<file path="config.mk">
export PLATFORM = sky130hd
export DESIGN_NAME = bpu_decode_stage
export DESIGN_NICKNAME = d
export VERILOG_FILES = /design/src/bpu_pkg.sv /design/src/bpu_decode_stage.sv
export VERILOG_INCLUDE_DIRS = /design/src
export SDC_FILE = /design/constraint.sdc
export NUM_CORES = 1
export LEC_CHECK = 0
export ABC_AREA = 1
export BUFFER_PORTS_ARGS = -buffer_cell sky130_fd_sc_hd__buf_4
export CORE_MARGIN = 10
export CORE_UTILIZATION = 45
export CTS_CLUSTER_DIAMETER = 200
export DETAILED_ROUTE_END_ITERATION = 8
export PLACE_DENSITY = 0.69
export RECOVER_POWER = 50
export SETUP_SLACK_MARGIN = 0.1
export SLEW_MARGIN = 20
export SYNTH_ARGS = -nofsm -noshare
export SYNTH_HDL_FRONTEND = slang
export SYNTH_SLANG_ARGS = --single-unit
</file>
<file path="constraint.sdc">
create_clock -name clk -period 0.8 [get_ports clk]
set_clock_uncertainty 0.05 [all_clocks]
set_input_delay 0.04 -clock clk [delete_from_list [all_inputs] [get_ports clk]]
set_output_delay 0.04 -clock clk [all_outputs]
set_load 0.03 [all_outputs]
</file>
<file path="src/bpu_settings.svh">
`ifndef BPU_SETTINGS_SVH
`define BPU_SETTINGS_SVH

// address and instruction width
`define BPU_XLEN 32

// table depths
`define BPU_BM_ENTRIES  512
`define BPU_BTB_ENTRIES 256

// bimodal index taken from pc[9:1]
`define BPU_BM_IDX_HI 9
`define BPU_BM_IDX_LO 1

// btb index from pc[9:2], tag is everything above
`define BPU_BTB_IDX_HI 9
`define BPU_BTB_IDX_LO 2
`define BPU_BTB_TAG_W  22
`define BPU_BTB_TAG_LO (`BPU_XLEN - `BPU_BTB_TAG_W)

`define BPU_CNT_INIT 2'b01 // weakly not taken

`endif

</file>
<file path="src/bpu_pkg.sv">
`include "bpu_settings.svh"

package bpu_pkg;

    typedef logic [`BPU_XLEN-1:0]                      addr_t;
    typedef logic [`BPU_XLEN-1:0]                      inst_t;
    typedef logic [`BPU_BM_IDX_HI-`BPU_BM_IDX_LO:0]    bm_idx_t;
    typedef logic [`BPU_BTB_IDX_HI-`BPU_BTB_IDX_LO:0]  btb_idx_t;
    typedef logic [`BPU_BTB_TAG_W-1:0]                 btb_tag_t;
    typedef logic [1:0]                                sat_cnt_t;

    typedef struct packed {
        logic  valid;
        addr_t pc;
        inst_t inst;
    } fetch_t;

    // decode -> lookup
    typedef struct packed {
        logic     valid;
        addr_t    pc;
        logic     is_cond;
        logic     is_jal;
        logic     is_jalr;
        addr_t    direct_target;
        bm_idx_t  bm_idx;
        btb_idx_t btb_idx;
        btb_tag_t btb_tag;
    } lookup_req_t;

    // lookup -> select
    typedef struct packed {
        logic  valid;
        addr_t pc;
        logic  is_cond;
        logic  is_jal;
        logic  is_jalr;
        addr_t direct_target;
        logic  bm_taken;
        logic  btb_hit;
        addr_t btb_target;
    } lookup_rsp_t;

    // training from execute
    typedef struct packed {
        logic  valid;
        addr_t pc;
        logic  taken;
        addr_t target;
    } update_t;

    typedef struct packed {
        logic  valid;
        logic  is_branch;
        logic  taken;
        addr_t target;
    } pred_t;

endpackage

</file>
<file path="src/bpu_decode_stage.sv">
`timescale 1ns/100ps
`include "bpu_settings.svh"

module bpu_decode_stage (
    input  logic                 clk,
    input  logic                 rst,
    input  bpu_pkg::fetch_t      fetch_i,
    output bpu_pkg::lookup_req_t req_o
);
    import bpu_pkg::*;

    localparam logic [6:0] OP_BRANCH = 7'b1100011;
    localparam logic [6:0] OP_JAL    = 7'b1101111;
    localparam logic [6:0] OP_JALR   = 7'b1100111;

    addr_t       pc;
    inst_t       inst;
    logic [6:0]  opcode;
    addr_t       b_imm;
    addr_t       j_imm;
    lookup_req_t req_d;
    lookup_req_t req_q;
    logic        valid_q;

    assign pc     = fetch_i.pc;
    assign inst   = fetch_i.inst;
    assign opcode = inst[6:0];

    // sign-extended B and J immediates
    assign b_imm = {{20{inst[31]}}, inst[7], inst[30:25], inst[11:8], 1'b0};
    assign j_imm = {{12{inst[31]}}, inst[19:12], inst[20], inst[30:21], 1'b0};

    always_comb begin
        req_d         = '0;
        req_d.valid   = fetch_i.valid;
        req_d.pc      = pc;
        req_d.is_cond = (opcode == OP_BRANCH);
        req_d.is_jal  = (opcode == OP_JAL);
        req_d.is_jalr = (opcode == OP_JALR);

        // jalr target depends on rs1, so fall back to pc+4 here
        if (req_d.is_cond) begin
            req_d.direct_target = pc + b_imm;
        end else if (req_d.is_jal) begin
            req_d.direct_target = pc + j_imm;
        end else begin
            req_d.direct_target = pc + addr_t'(4);
        end

        req_d.bm_idx  = pc[`BPU_BM_IDX_HI:`BPU_BM_IDX_LO];
        req_d.btb_idx = pc[`BPU_BTB_IDX_HI:`BPU_BTB_IDX_LO];
        req_d.btb_tag = pc[`BPU_XLEN-1:`BPU_BTB_TAG_LO];
    end

    always_ff @(posedge clk or posedge rst) begin
        if (rst) begin
            valid_q <= 1'b0;
        end else begin
            valid_q <= fetch_i.valid;
        end
    end

    always_ff @(posedge clk) begin
        if (fetch_i.valid) begin
            req_q <= req_d; // payload only on a real fetch
        end
    end

    always_comb begin
        req_o       = req_q;
        req_o.valid = valid_q;
    end

endmodule

</file>
Word-level counts from Yosys, hierarchy flattened
Index checks and enable logic that the tools add are counted.
{"block": "word_totals", "register_bits": 107, "mem_bits_rw": 0, "romBits": 0, "in_bits": 67, "latch_bits": 0, "n_memories": 0}
{"block": "classes", "eq_ne": 3, "order_cmp": 0, "add_sub_neg": 3, "n_shift": 0, "div": 0, "mux": 2, "reduce_logical": 0, "n_bitwise": 0, "multipliers": 0}
{"operator": "32-bit adder", "n": 2}
{"operator": "32-bit two-way mux", "n": 2}
{"operator": "32-bit by 3-bit adder with 32-bit output (second input constant)", "n": 1}
{"operator": "7-bit equality test (second input constant)", "n": 3}

Longest topological paths before layout
{"block": "depth", "ltp_word": 3, "depth_mapped": 16, "mapped_depth_nobuf": 16}

Worst setup path after synthesis
No wires, ideal clock.
{"block": "synth_path", "path_kind": "input -> register", "startpoint": "in fetch_i[8] in the netlist's numbering", "endpoint": "reg req_q, in the netlist req_o[66] (data pin)", "t_required_ns": 0.496, "arrival_time_ns": 1.547, "cell_stages": 13, "path_buffers": 0, "setup_slack_ns": -1.051, "path_cell_list": "ha_1 > inv_1 > fa_1 > inv_1 > nand2_1 > a21oi_1 > a21oi_1 > o21ai_2 > nand2_1 > nand2_1 > nand2_1 > nand3_1 > nand2_1"}
{"element": "from (decl)", "line": "bpu_decode_stage.sv:7", "rtl": "input bpu_pkg::fetch_t fetch_i,"}
{"element": "to (signal assigned)", "line": "bpu_decode_stage.sv:65", "rtl": "req_q <= req_d;"}
{"element": "to (decl)", "line": "bpu_decode_stage.sv:22", "rtl": "lookup_req_t req_q;"}

==> impl_results.md <==
- Result of the run: complete, but fails checks
- Failing checks: hold timing, setup timing
- Post-synth cell types: 40
- Register bit total from synthesis: 67
- Fin. max-slew vios: 0
- Power, Total: 18400 uW
- Area Growth Syn to Fin: 81.8%
- Setup slack after layout: -931 ps
- Crit end category: register
- Crit path depth: 12
- Final Cell Area: 13300 sq um
- Vias in the first global route: 9321
- Die Y: 147 um
- Synthesized cell area: 7300 sq um
- HP Class: in2reg
- Syn Inst Count: 1133
- CP Class: in2reg
- Via/cell ratio: 5.68
- GRT Overall Usage: 0.305
- Cts hold-fix bufs: 3
- Cell Rows: 46
- Clk sink count: 67
- WP data required: 860 ps
- Routed Antenna Nets: 0
- CP dominant cell by count: nand2_1
- Critical-path cell list: buf_4 -> buf_4 -> nand2_1 -> nor2_1 -> nand4_1 -> nor2_1 -> nand3_1 -> xnor2_1 -> nand2_1 -> nand2_1 -> nand2_1 -> nand2_1
- Crit start category: input port
- CP top delay family: simple AND/OR/NAND/NOR gates
- I/O pin count: 174
- Max transition margin: 0.579
- Max rail drop VDD: 0.00110 V
- Grt ovf: 0
- WP data arrival: 1790 ps
- Syn Area/Cell: 6.44 sq um
- Share of cells above drive strength 1: 0.486
- RSZ-0062 raised after global routing: yes
- Area after detailed placement: 10600 sq um
- Worst slew pin tran: 632 ps
- DRC: 0
- Worst Path Max Fanout: 4
- Commonest non-fill, non-tap cell in the layout: nand2_1
- Sequential fraction of the synthesis area: 0.275
- Fin crit share: 2.16
- Starting Density: 0.459
- Clock root buffer: clkbuf_16
- # Max-Cap Violations: 0
- Ant diodes: 0
- Setup Viol. Count Final: 166
- Buffer depth of the longest clock path: 2
- Min cycle time layout: 1730 ps
- Fin. Hold Viols: 5
- CP max stage delay: 360 ps
- Largest net degree at the start of global routing: 28
- Power density over the cells: 1390 nW/um^2
- Most frequent cells in the layout: nand2_1 (297), buf_4 (252), buf_6 (147)
- Vias post-DR: 9954
- Die width: 147 um
- Post-synth top area cell: edfxtp_1
- Internal cell power: 11400 uW
- Initial antenna violation count: 0
- Final GP Congestion: 1.01
- Gate power share: 0.476
- IO Port Bufs: 173
- Clock transition at path regs: 70 ps
- Mapped Nets: 1246
- DP HPWL: 25200 um
- Clock share of power: 0.285
- First-pass DRT Iterations: 6
- Die area: 21700 sq um
- Yosys warnings: 0
- Hold Slack: -66.0 ps
- Global-route wire length before repair: 52200 um
- CTS buffer count: 9
- Crit path to: req_o[66]$_DFFE_PP_
- Post-Route WL: 37900 um
- Routed length per instance: 21.7 um
- Register share of total power: 0.239
- Critical path's slowest cell: nor2_1
- Sw Ratio: 0.381
- Crit path from: fetch_i[42]
- Buf+Inv Stages, Crit Path: 2
- Synth area leaders: edfxtp_1 (27%), nand2_1 (20%), inv_1 (7.8%), ha_1 (7.5%), nand3_1 (6.2%)
- CORE AREA: 15900 sq um
- P_sw: 7020 uW
- Htree depth: 3
- Fin nets: 1643
- F_max: 578 MHz
- Detailed Route Iter0 Violations: 1160
- CTS tree: done
- Pleak: 0.00622 uW
- Post-synth top area share: 0.272
- Fillers: 935
==> Yosys cell counts (all sizes together) <==
master and instances:
nand2 393, inv 155, nor2 108, nand3 94
a21oi 66, edfxtp 66, o21ai 55, buf 52
ha 44, nor3 22, nand4 16, xnor2 13
xor2 12, o21bai 8, nand3b 4, a21boi 3
a21o 3, clkbuf 3, o211ai 3, fa 2
mux2i 2, nor4 2, o21a 2, a31oi 1
dfrtp 1, nand2b 1, o22ai 1, or2 1
==> stage by stage <==
stage | TNS [ps] | std cells | util | setup slack, ps
6_report | -53200 | 1751 | 0.835 | -931
5_1_grt | -59550 | 1751 | 0.835 | -991
4_1_cts | -42490 | 1732 | 0.802 | -778
3_5_place_dp | -35470 | 1691 | 0.670 | -1340
3_3_place_gp | -34630 | 1691 | 0.670 | -1340
2_1_floorplan | -21510 | 1133 | - | -893
==> logic make-up after synthesis <==
kind of cell             share of synthesized area
multiplexers                               0.00274
buffers and inverters                        0.131
XOR/XNOR                                    0.0300
flip-flops                                   0.275
adder cells (fa/ha/maj)                     0.0809
AND/OR/NAND/NOR                              0.374
AO/OA/AOI/OAI                                0.106
==> area by class of cell <==
type | instances | area [sq um] | area share
clock buffers | 10 | 229 | 0.0173
clock inverters | 6 | 138 | 0.0104
inverters | 155 | 631 | 0.0475
multi-input cells | 856 | 5980 | 0.451
flip-flops and latches | 67 | 2010 | 0.151
well taps | 216 | 270 | 0.0204
repair buffers | 437 | 3970 | 0.300
repair inverters | 4 | 37.5 | 0.00283
==> power by group through the flow <==
stage	combinational, uW	clock, uW	sequential (uW)
after floorplan	3210	0	4970
after global placement	6590	0	4370
after detailed placement	6670	0	4380
after CTS	7970	5170	4400
after global routing	9180	5280	4440
final	8780	5250	4410
==> layer usage <==
metal  part of all wire  GRT usage
met5                  0          0
met4              0.053      0.130
met3               0.11     0.0694
met2               0.46      0.500
met1               0.37      0.377
==> timing repair <==
item / 4_1_cts / 5_1_grt
pin swaps: 85 / 62
endpoints found under the hold margin: 19 / 10
setup buffers: 20 / 22
cloned: 4 / 1
endpoints found under the setup margin: 140 / 140
resized for setup: 367 / 124
==> state kept, by name, indices dropped and copies added, names as in the netlist <==
register	flops
req_o	66
valid_q	1
==> worst min-delay path by stage <==
stage                      startpoint             endpoint  slack, ps  cells after the start
after floorplan                   rst    valid_q$_DFF_PP0_       -280                      1
after global placement            rst    valid_q$_DFF_PP0_       -170                      2
after detailed placement          rst    valid_q$_DFF_PP0_       -160                      2
after CTS                 fetch_i[48]  req_o[90]$_DFFE_PP_        -80                      1
after global routing      fetch_i[48]  req_o[90]$_DFFE_PP_        -70                      1
final                     fetch_i[48]  req_o[90]$_DFFE_PP_        -70                      1
Power figures use the tool's default switching activity.
