$ cat src/bpu_settings.svh
`ifndef BPU_SETTINGS_SVH
`define BPU_SETTINGS_SVH

// address and instruction width
`define BPU_XLEN 32

// table depths
`define BPU_BM_ENTRIES  512
`define BPU_BTB_ENTRIES 256

// bimodal index taken from pc[9:1]
`define BPU_BM_IDX_HI 9
`define BPU_BM_IDX_LO 1

// btb index from pc[9:2], tag is everything above
`define BPU_BTB_IDX_HI 9
`define BPU_BTB_IDX_LO 2
`define BPU_BTB_TAG_W  22
`define BPU_BTB_TAG_LO (`BPU_XLEN - `BPU_BTB_TAG_W)

`define BPU_CNT_INIT 2'b01 // weakly not taken

`endif

$ cat src/bpu_pkg.sv
`include "bpu_settings.svh"

package bpu_pkg;

    typedef logic [`BPU_XLEN-1:0]                      addr_t;
    typedef logic [`BPU_XLEN-1:0]                      inst_t;
    typedef logic [`BPU_BM_IDX_HI-`BPU_BM_IDX_LO:0]    bm_idx_t;
    typedef logic [`BPU_BTB_IDX_HI-`BPU_BTB_IDX_LO:0]  btb_idx_t;
    typedef logic [`BPU_BTB_TAG_W-1:0]                 btb_tag_t;
    typedef logic [1:0]                                sat_cnt_t;

    typedef struct packed {
        logic  valid;
        addr_t pc;
        inst_t inst;
    } fetch_t;

    // decode -> lookup
    typedef struct packed {
        logic     valid;
        addr_t    pc;
        logic     is_cond;
        logic     is_jal;
        logic     is_jalr;
        addr_t    direct_target;
        bm_idx_t  bm_idx;
        btb_idx_t btb_idx;
        btb_tag_t btb_tag;
    } lookup_req_t;

    // lookup -> select
    typedef struct packed {
        logic  valid;
        addr_t pc;
        logic  is_cond;
        logic  is_jal;
        logic  is_jalr;
        addr_t direct_target;
        logic  bm_taken;
        logic  btb_hit;
        addr_t btb_target;
    } lookup_rsp_t;

    // training from execute
    typedef struct packed {
        logic  valid;
        addr_t pc;
        logic  taken;
        addr_t target;
    } update_t;

    typedef struct packed {
        logic  valid;
        logic  is_branch;
        logic  taken;
        addr_t target;
    } pred_t;

endpackage

$ cat src/bpu_select_stage.sv
`timescale 1ns/100ps

module bpu_select_stage (
    input  logic                 clk,
    input  logic                 rst,
    input  bpu_pkg::lookup_rsp_t rsp_i,
    output bpu_pkg::pred_t       pred_o
);
    import bpu_pkg::*;

    logic  taken;
    addr_t seq_pc;
    pred_t pred_d;
    pred_t pred_q;
    logic  valid_q;

    assign seq_pc = rsp_i.pc + addr_t'(4);

    // jal always, jalr only when btb knows it, cond from bimodal
    assign taken = rsp_i.is_jal ||
                   (rsp_i.is_jalr && rsp_i.btb_hit) ||
                   (rsp_i.is_cond && rsp_i.bm_taken);

    always_comb begin
        pred_d           = '0;
        pred_d.valid     = rsp_i.valid;
        pred_d.is_branch = rsp_i.is_cond | rsp_i.is_jal | rsp_i.is_jalr;
        pred_d.taken     = taken;
        if (!taken) begin
            pred_d.target = seq_pc;
        end else if (rsp_i.btb_hit) begin
            pred_d.target = rsp_i.btb_target; // btb wins over computed offset
        end else begin
            pred_d.target = rsp_i.direct_target;
        end
    end

    always_ff @(posedge clk or posedge rst) begin
        if (rst) begin
            valid_q <= 1'b0;
        end else begin
            valid_q <= rsp_i.valid;
        end
    end

    always_ff @(posedge clk) begin
        if (rsp_i.valid) begin
            pred_q <= pred_d;
        end
    end

    always_comb begin
        pred_o       = pred_q;
        pred_o.valid = valid_q;
    end

    // targets from decode and from btb training stay halfword aligned
    a_taken_target_aligned : assert property (
        @(posedge clk) disable iff (rst)
        (pred_o.valid && pred_o.taken) |-> !pred_o.target[0]
    );

endmodule

$ cat config.mk
export PLATFORM = sky130hd
export DESIGN_NAME = bpu_select_stage
export DESIGN_NICKNAME = d
export VERILOG_FILES = /design/src/bpu_pkg.sv /design/src/bpu_select_stage.sv
export VERILOG_INCLUDE_DIRS = /design/src
export SDC_FILE = /design/constraint.sdc
export NUM_CORES = 1
export LEC_CHECK = 0
export ABC_AREA = 1
export BUFFER_PORTS_ARGS = -buffer_cell sky130_fd_sc_hd__buf_4
export CAP_MARGIN = 20
export CORE_MARGIN = 3
export CORE_UTILIZATION = 42
export DETAILED_ROUTE_END_ITERATION = 7
export PLACE_DENSITY_LB_ADDON = 0.08
export SLEW_MARGIN = 15
export SYNTH_ARGS = -nofsm -noshare
export SYNTH_HDL_FRONTEND = slang
export SYNTH_SLANG_ARGS = --single-unit
$ cat constraint.sdc
create_clock -name clk -period 0.8 [get_ports clk]
set_clock_uncertainty 0.05 [all_clocks]
set_input_delay 0.16 -clock clk [delete_from_list [all_inputs] [get_ports clk]]
set_output_delay 0.16 -clock clk [all_outputs]
set_load 0.02 [all_outputs]
---- After elaboration in Yosys (flattened, before gate mapping) ----
Index checks and enable logic that the tools add are counted.
operators by class
  bitwise gates (word level) .............. 2
  eq/ne operators ......................... 0
  div/mod/pow operators ................... 0
  multiply operators ...................... 0
  reduce and logical (&&, ||, !) cells .... 4
  shift operators ......................... 0
  $lt $le $gt $ge ......................... 0
  mux-type cells .......................... 2
  add/sub/neg operators ................... 1
operators with widths
  cell                                            count
  2-to-1 mux 32 bit                               2
  adder 32 x 3 -> 32 bit (second input constant)  1
  logical AND 1 bit                               2
  logical OR 1 bit                                2
  bitwise OR 1 bit                                2
word-level totals
  memory bits (read-only) ................. 0
  RAM bits ................................ 0
  output and inout bits ................... 35
  bits in latches ......................... 0
  register bits after elaboration ......... 35
  memories kept ........................... 0
  bits of input ports ..................... 104
  logic and storage cells ................. 13

---- Longest topological paths before layout ----
Gate-level depths: netlist of the first run.
  depth in word-level cells ............... 4
  gate-level depth with buffers ........... 10
  gate-level depth less buffers ........... 10

---- Least setup slack after synthesis of the first run ----
Ideal clock, no wire load.
  path type ............................... input port to flip-flop
  start point ............................. input rsp_i[71] (netlist bit)
  end point ............................... register pred_q, in the netlist pred_o[26] (data pin)
  arrival ................................. 1.015 ns
  stages .................................. 10
  required time ........................... 0.498 ns
  library setup time ...................... 0.252 ns
  slack ................................... -0.517 ns
  path buffers ............................ 0
  cell sequence ........................... ha_1 > nand2_2 > nor2_4 > nand2_4 > nor2_4 > nand2_1 > nand2_1 > nand2_1 > nand2_1 > nand2_1
RTL lines
  element                 line                    RTL
  start: declaration      bpu_select_stage.sv:6   input bpu_pkg::lookup_rsp_t rsp_i,
  end signal: assignment  bpu_select_stage.sv:48  pred_q <= pred_d;
  end: declaration        bpu_select_stage.sv:14  pred_t pred_q;

==> flow_summary.toml, run 1 <==
[outcome]
status = "finished with violations"
violations = "design-rule violations, negative setup slack"

[pwr]
leakage_nw = 2.56
power.density_nw_per_um2 = 1190
vdd_drop_max_mv = 0.914

[floorplan]
fp.dieArea_um2 = 7490
die_w_um = 86.6
io_pins = 139
num_rows = 28
die_h_um = 86.6
design.core.area_um2 = 6100
start_util = 0.447

[timing]
max_slew_margin = 0.850
hold_viol_final = 0
postLayoutSetupSlackWorst_ns = -0.356
finalSetupViolations = 67
min_period_ns = 1.16
hold_slack_ns = 0.0813
grt_setup_unrepaired = "yes"
fmax_mhz = 865
slew_viol_final = 0
tightest_slew_ns = 0.225
tns_ns = -15.83
timing.final.crit_share = 1.45

[setup_path]
crit_fanout = 5
cp.arrival_ns = 1.16
crit_path_end_kind = "register"
cp.required_ns = 0.81
critical_path_class = "in -> reg"
start_kind = "input port"

[hold_path]
hold_depth = 3
min_path_type = "in -> reg"
worstHoldStart = "rsp_i[66]"
min_to = "pred_o[33]"

[cells_and_area]
regArea_um2 = 1050
antennaDiodeCount = 0
multi_input_comb_area_um2 = 1850
fin_cells = 644
drive_gt1_frac = 0.559
final_area_um2 = 5210
area_growth_pct = 91.3
fillCellCount = 317
nets = 673

[synthesis]
ys_ff_latch = 35
ys_seq_area_frac = 0.384
syn-cell-area_um2 = 2730
syn-instance-count = 369
synth_area_per_cell_um2 = 7.39
yosys_warnings = 0
synth_cell_types = 28
syn_nets = 474

[global_route]
track_usage = 0.292
antenna_found_initial = 0
grt_start_max_net_pins = 16
grt_pass1_vias = 3574
grt_overflow = 0
grt_pass1_wl_mm = 16.9

[clock_tree]
clkSlewWorstSetupHoldPaths_ns = 0.08
numClockSinks = 35
clock_path_buffers = 2
cts_max_level = 2
cts_buffers = 5
root_buffer = "clkbuf_8"
cts_tree = "done"

[route]
ant_nets = 0
wirelength_mm = 11.3
via_count = 3435
first_iter_violations = 293
vias_per_cell = 5.33
drt-pass1-iter-count = 8
post_drt_wl_per_cell_um = 17.6
drc = 2

[job]
drv_cap = 0

[placed_design]
place_area_um2 = 4360
dp_hpwl_mm = 6.78
place_congestion = 0.883
dp_cells = 616
portBuffers = 138
## state kept, by name, summed over array words and instances, names as in the netlist
name / cells
pred_o: 34
valid_q: 1
## metal layers
metal  up-vias  global-route usage  wire length (um)
li1       1581                   -                 -
met5         -                   0                 0
met1      1591               0.336              4180
met4         0               0.147               477
met3        49              0.0532               906
met2       214               0.516              5780
## placed cells by master (no fill, tap or decap), drive strengths merged, types with 7 or more instances in the layout
cell type and instances:
mux2 13, inv 39, nand2 157, nand3 13, edfxtp 34, clkbuf 7
nor2 45, buf 202, xor2 8, o211ai 13, o21ai 19
## timing repair
action,CTS,global route
endpoints found under the setup margin,67,67
resized for setup,96,47
buffers inserted,10,7
hold buffers,1,0
endpoints found under the hold margin,1,0
gates cloned,6,0
pin swaps,42,30
## power breakdown
part | total [W] | internal (W) | switching (W)
registers | 0.00234 | 0.00225 | 0.0000904
clock network | 0.00140 | 0.000696 | 0.000701
logic | 0.00245 | 0.00132 | 0.00112
## per-stage QoR
step	setup WS [ns]	util	power [W]
5_1_grt	-0.428	0.855	0.00644
3_3_place_gp	-0.642	0.715	0.00423
3_5_place_dp	-0.675	0.715	0.00427
4_1_cts	-0.339	0.825	0.00603
6_report	-0.356	0.855	0.00619
2_1_floorplan	-0.458	-	0.00323
## cells in the mapped netlist (all sizes together)
| cell type | n | share of area |
|---|---|---|
| and2 | 2 | 0.0046 |
| buf | 12 | 0.025 |
| clkbuf | 1 | 0.0014 |
| clkinv | 1 | 0.0014 |
| dfrtp | 1 | 0.0092 |
| edfxtp | 34 | 0.37 |
| ha | 1 | 0.0046 |
| inv | 39 | 0.054 |
| mux2 | 13 | 0.054 |
| nand2 | 157 | 0.23 |
| nand3 | 13 | 0.028 |
| nand3b | 5 | 0.014 |
| nor2 | 45 | 0.089 |
| o211ai | 13 | 0.036 |
| o21ai | 19 | 0.035 |
| o22ai | 2 | 0.0046 |
| xnor2 | 3 | 0.0096 |
| xor2 | 8 | 0.028 |
## kinds of logic (layout without fill, tap and decap cells)
| group | Yosys count | after routing | synth area share |
|---|---|---|---|
| flops | 35 | 35 | 0.384 |
| fa+ha+maj | 1 | 1 | 0.00459 |
| buf+inv | 53 | 253 | 0.0813 |
| xor+xnor | 11 | 11 | 0.0381 |
| compound gates | 34 | 34 | 0.0753 |
| simple gates | 222 | 222 | 0.363 |
| mux | 13 | 13 | 0.0537 |
## cell type report
type	count	area share
clock buffers	7	0.0166
clock inverters	1	0.000960
inverters	40	0.0317
multi-input cells	281	0.354
flip-flops and latches	35	0.201
well taps	75	0.0180
repair buffers	205	0.378
## worst max path at each step
stage,start,end,slack (ns),depth (start not counted)
after floorplan,rsp_i[71],pred_o[20],-0.46,10
after global placement,rsp_i[72],pred_o[20],-0.64,11
after detailed placement,rsp_i[72],pred_o[28],-0.67,11
after CTS,rsp_i[72],pred_o[26],-0.34,11
after global routing,rsp_i[72],pred_o[20],-0.43,11
final,rsp_i[72],pred_o[20],-0.36,11
## worst max-delay path: stages
cell     delay (ns)
buf_8          0.09
ha_4           0.14
nand2_4        0.06
nor2_4         0.13
nand2_4        0.11
nor2_4         0.17
nand2_1        0.09
nand2_1        0.07
nand2_1        0.05
nand2_1        0.05
nand2_1        0.04
(Power assumes the default switching activity.)
==> run 2, diff against run 1 <==
--- a/config.mk
+++ b/config.mk
@@ -13,7 +13,8 @@
 export CORE_UTILIZATION = 42
 export DETAILED_ROUTE_END_ITERATION = 7
 export PLACE_DENSITY_LB_ADDON = 0.08
-export SLEW_MARGIN = 15
+export SKIP_LAST_GASP = 1
+export SLEW_MARGIN = 40
 export SYNTH_ARGS = -nofsm -noshare
 export SYNTH_HDL_FRONTEND = slang
 export SYNTH_SLANG_ARGS = --single-unit
==> run 2 against run 1 <==
  * The run ends with negative setup slack left
  * Setup slack got worse by 0.016 ns
  * Global-route usage decreased by 0.23 points
  * Routed wire length decreased by 0.70%
  * Count of clock-buffer cells in the layout unchanged
  * Via count increased by 0.70%
  * Highest routed layer unchanged
  * Core utilization decreased by 0.31 points
  * Largest cell class unchanged
  * Critical path depth unchanged
  * Maximum frequency decreased by 1.3%
  * Final cell count unchanged
==> flow_summary.toml, run 2 (same netlist as run 1, synthesis figures left out) <==
[route]
via_count = 3459
ant_nets = 0
vias_per_cell = 5.37
drc = 0
wirelength_mm = 11.3
first_iter_violations = 271
drt-pass1-iter-count = 5
post_drt_wl_per_cell_um = 17.5

[clock_tree]
numClockSinks = 35
cts_max_level = 2
root_buffer = "clkbuf_8"
clkSlewWorstSetupHoldPaths_ns = 0.08
clock_path_buffers = 2
cts_buffers = 5
cts_tree = "done"

[cells_and_area]
fillCellCount = 325
drive_gt1_frac = 0.557
postLayoutCoreUtil = 0.852
fin_cells = 644
antennaDiodeCount = 0
largest_reg_flops = 34
area_growth_pct = 90.6
nets = 673
layout_common_cells = "buf_4 (140), nand2_1 (119), buf_6 (45)"
layout_commonest_cell = "buf_4"

[setup_path]
crit_fanout = 5
cp.arrival_ns = 1.18
cp_cell_sequence = "buf_8 > ha_4 > nand2_4 > nor2_4 > nand2_4 > nor2_4 > nand2_1 > nand2_1 > nand2_1 > nand2_1 > nand2_1"
slowest_stage = "nor2_4"
cp.depth = 11
crit_top_cell = "nand2_1"
crit_path_end_kind = "register"
max_stage_delay_ns = 0.17
critical_path_class = "in -> reg"
endpoint = "pred_o[20]"
critPathTopFamily = "simple AND/OR/NAND/NOR gates"
cp.required_ns = 0.81
start_kind = "input port"
cp-startpoint = "rsp_i[72]"
crit_buf_inv = 1

[global_route]
track_usage = 0.290
antenna_found_initial = 0
grt_overflow = 0
grt_pass1_wl_mm = 16.8
grt_pass1_vias = 3505
grt_start_max_net_pins = 16

[placed_design]
dp_worst_setup_slack_ns = -0.675
dp_cells = 616
portBuffers = 138
place_congestion = 0.883
dp_hpwl_mm = 6.78

[timing]
min_period_ns = 1.17
max_slew_margin = 0.836
timing.final.crit_share = 1.46
tightest_slew_ns = 0.245
grt_setup_unrepaired = "yes"
hold_slack_ns = 0.0831
slew_viol_final = 0
fmax_mhz = 853
postLayoutSetupSlackWorst_ns = -0.372
hold_viol_final = 0
finalSetupViolations = 67

[pwr]
vdd_drop_max_mv = 0.888
leakage_nw = 2.54
power.density_nw_per_um2 = 1190
total_power_w = 0.00619

[job]
drv_cap = 0

[floorplan]
io_pins = 139
fp.dieArea_um2 = 7490
die_w_um = 86.6
design.core.area_um2 = 6100
num_rows = 28
start_util = 0.447
die_h_um = 86.6

[outcome]
status = "finished with violations"
violations = "negative setup slack"

[hold_path]
min_path_type = "in -> reg"
run 2: cell counts in the layout (fill, tap and decap cells not counted):
No cell type changed its count.
run 2: cell type report:
cell class / count / area [um2] / area share
repair buffers: 205 / 1980 / 0.380
multi-input cells: 281 / 1820 / 0.351
flip-flops and latches: 35 / 1050 / 0.201
inverters: 40 / 165 / 0.0318
well taps: 75 / 93.8 / 0.0181
clock buffers: 7 / 86.3 / 0.0166
clock inverters: 1 / 5.00 / 0.000963
run 2: what timing repair did:
action,4_1_cts,5_1_grt
buffers inserted,10,6
hold endpoints to repair,1,0
gates cloned,6,0
hold buffers,1,0
setup endpoints to repair,67,67
resized for setup,88,50
pin swaps,37,27
run 2: power by group:
group | total [W] | switching, W | internal, W | leakage (nW)
Combinational | 0.00245 | 0.00112 | 0.00132 | 2.15
Clock | 0.00140 | 0.000707 | 0.000696 | 0.0482
Sequential | 0.00234 | 0.0000889 | 0.00225 | 0.344
run 2: worst min-delay path by stage:
| stage | start | end | slack, ns | cells past startpoint |
|---|---|---|---|---|
| 2_1_floorplan | rst | valid_q | -0.16 | 1 |
| 3_3_place_gp | rst | valid_q | -0.05 | 2 |
| 3_5_place_dp | rst | valid_q | -0.04 | 2 |
| 4_1_cts | rsp_i[68] | pred_o[33] | 0.08 | 3 |
| 5_1_grt | rsp_i[66] | pred_o[33] | 0.11 | 3 |
| 6_report | rsp_i[66] | pred_o[33] | 0.08 | 3 |
run 2: metal layers:
layer / part of all wire / up-vias / routed length, um / GRT usage
li1: - / 1577 / - / -
met1: 0.36 / 1610 / 4030 / 0.342
met2: 0.51 / 222 / 5740 / 0.515
met3: 0.094 / 50 / 1060 / 0.0513
met4: 0.039 / 0 / 437 / 0.122
met5: 0 / - / 0 / 0
run 2: stage by stage:
stage          area, um2  setup TNS [ns]
2_1_floorplan       2940           -9.75
3_3_place_gp        4360          -17.07
3_5_place_dp        4360          -17.97
4_1_cts             5030          -14.53
5_1_grt             5190          -18.09
6_report            5190          -15.72
==> run 3, diff against run 2 <==
--- a/config.mk
+++ b/config.mk
@@ -8,11 +8,11 @@
 export LEC_CHECK = 0
 export ABC_AREA = 1
 export BUFFER_PORTS_ARGS = -buffer_cell sky130_fd_sc_hd__buf_4
-export CAP_MARGIN = 20
 export CORE_MARGIN = 3
 export CORE_UTILIZATION = 42
 export DETAILED_ROUTE_END_ITERATION = 7
 export PLACE_DENSITY_LB_ADDON = 0.08
+export RECOVER_POWER = 100
 export SKIP_LAST_GASP = 1
 export SLEW_MARGIN = 40
 export SYNTH_ARGS = -nofsm -noshare
==> run 3 against run 2 <==
  * The run still ends with negative setup slack left
  * Highest routed layer unchanged
  * First-iteration DRC count fell by 14%
  * Worst hold slack better by 0.0012 ns
  * Power shrank 0.65%
==> flow_summary.toml, run 3 (same netlist as run 1, synthesis figures left out) <==
[outcome]
status = "finished with violations"
violations = "negative setup slack"

[setup_path]
start_kind = "input port"
cp_cell_sequence = "buf_8 > ha_4 > nand2_4 > nor2_4 > nand2_4 > nor2_4 > nand2_1 > nand2_1 > nand2_1 > nand2_1 > nand2_1"
slowest_stage = "nor2_4"
critPathTopFamily = "simple AND/OR/NAND/NOR gates"
crit_fanout = 5
crit_top_cell = "nand2_1"
crit_path_end_kind = "register"
critical_path_class = "in -> reg"
max_stage_delay_ns = 0.17
cp.arrival_ns = 1.17
crit_buf_inv = 1
cp.required_ns = 0.81

[floorplan]
start_util = 0.447
io_pins = 139
die_w_um = 86.6
die_h_um = 86.6
fp.dieArea_um2 = 7490
num_rows = 28
design.core.area_um2 = 6100

[placed_design]
dp_hpwl_mm = 6.78
dp_cells = 616
place_area_um2 = 4360
place_congestion = 0.883
dp_worst_setup_slack_ns = -0.675
portBuffers = 138

[timing]
grt_setup_unrepaired = "yes"
hold_viol_final = 0
tightest_slew_ns = 0.317
tns_ns = -16.66
slew_viol_final = 0
finalSetupViolations = 80
postLayoutSetupSlackWorst_ns = -0.364
fmax_mhz = 859
max_slew_margin = 0.789
min_period_ns = 1.16
timing.final.crit_share = 1.45

[global_route]
track_usage = 0.290
grt_start_max_net_pins = 16
grt_pass1_vias = 3505
antenna_found_initial = 0
grt_overflow = 0
grt_pass1_wl_mm = 16.8

[pwr]
power.density_nw_per_um2 = 1200
leakage_nw = 2.52
vdd_drop_max_mv = 0.883
total_power_w = 0.00615

[route]
drc = 0
first_iter_violations = 233
via_count = 3438
wirelength_mm = 11.3
ant_nets = 0
drt-pass1-iter-count = 5
vias_per_cell = 5.34
post_drt_wl_per_cell_um = 17.5

[clock_tree]
cts_buffers = 5
cts_max_level = 2
clock_path_buffers = 2
root_buffer = "clkbuf_8"
numClockSinks = 35
cts_tree = "done"
clkSlewWorstSetupHoldPaths_ns = 0.08

[hold_path]
hold_depth = 3
min_path_type = "in -> reg"
min_to = "pred_o[33]"
worstHoldStart = "rsp_i[66]"

[cells_and_area]
antennaDiodeCount = 0
layout_common_cells = "buf_4 (137), nand2_1 (119), buf_6 (45)"
multi_input_comb_area_um2 = 1820
regArea_um2 = 1050
drive_gt1_frac = 0.554
nets = 673
fillCellCount = 334
final_area_um2 = 5140
fin_cells = 644
largest_reg_flops = 34
layout_commonest_cell = "buf_4"
area_growth_pct = 88.7

[job]
drv_cap = 0
==> run 3: cell types whose count changed in the layout (fill, tap and decap cells not counted) <==
cell and delta:
clkbuf_2 +3, clkbuf_1 +2, clkinvlp_2 +1, clkbuf_4 +1
buf_12 -3, buf_4 -3, inv_4 -1
==> run 3: repair_timing <==
| action | CTS | global route |
|---|---|---|
| pin swaps | 37 | 27 |
| hold buffers | 1 | 0 |
| endpoints found under the setup margin | 67 | 67 |
| endpoints found under the hold margin | 1 | 0 |
| gates cloned | 6 | 0 |
| resized for setup | 88 | 50 |
| setup buffers | 10 | 6 |
==> run 3: routing by layer <==
layer	track usage	part of all wire	vias up
li1	-	-	1578
met1	0.342	0.37	1610
met2	0.515	0.51	205
met3	0.0513	0.085	45
met4	0.122	0.042	0
met5	0	0	-
==> run 3: area by class of cell <==
type                            instances  share of cell area
Timing Repair Buffer                  205               0.374
Multi-Input combinational cell        281               0.355
Inverter                               40              0.0319
Tap cell                               75              0.0183
Sequential cell                        35               0.203
Clock buffer                            7              0.0168
Clock inverter                          1            0.000973
==> run 3: worst max-delay path by stage <==
| stage | start | endpoint | slack (ns) | cells past startpoint |
|---|---|---|---|---|
| floorplan | rsp_i[71] | pred_o[20] | -0.46 | 10 |
| global placement | rsp_i[72] | pred_o[20] | -0.64 | 11 |
| detailed placement | rsp_i[72] | pred_o[28] | -0.67 | 11 |
| CTS | rsp_i[72] | pred_o[26] | -0.34 | 11 |
| global route | rsp_i[72] | pred_o[20] | -0.44 | 11 |
| finish | rsp_i[72] | pred_o[20] | -0.36 | 11 |
==> run 3: report_power, final <==
part,switching (W),internal (W)
sequential,0.0000888,0.00225
clock,0.000703,0.000696
combinational,0.00112,0.00129
total,0.00191,0.00424
==> run 3: metrics by stage <==
stage	hold WS (ns)	util
detailed placement	-0.0438	0.715
finish	0.0844	0.843
CTS	0.0770	0.825
global route	0.107	0.843
global placement	-0.0458	0.715
floorplan	-0.161	-
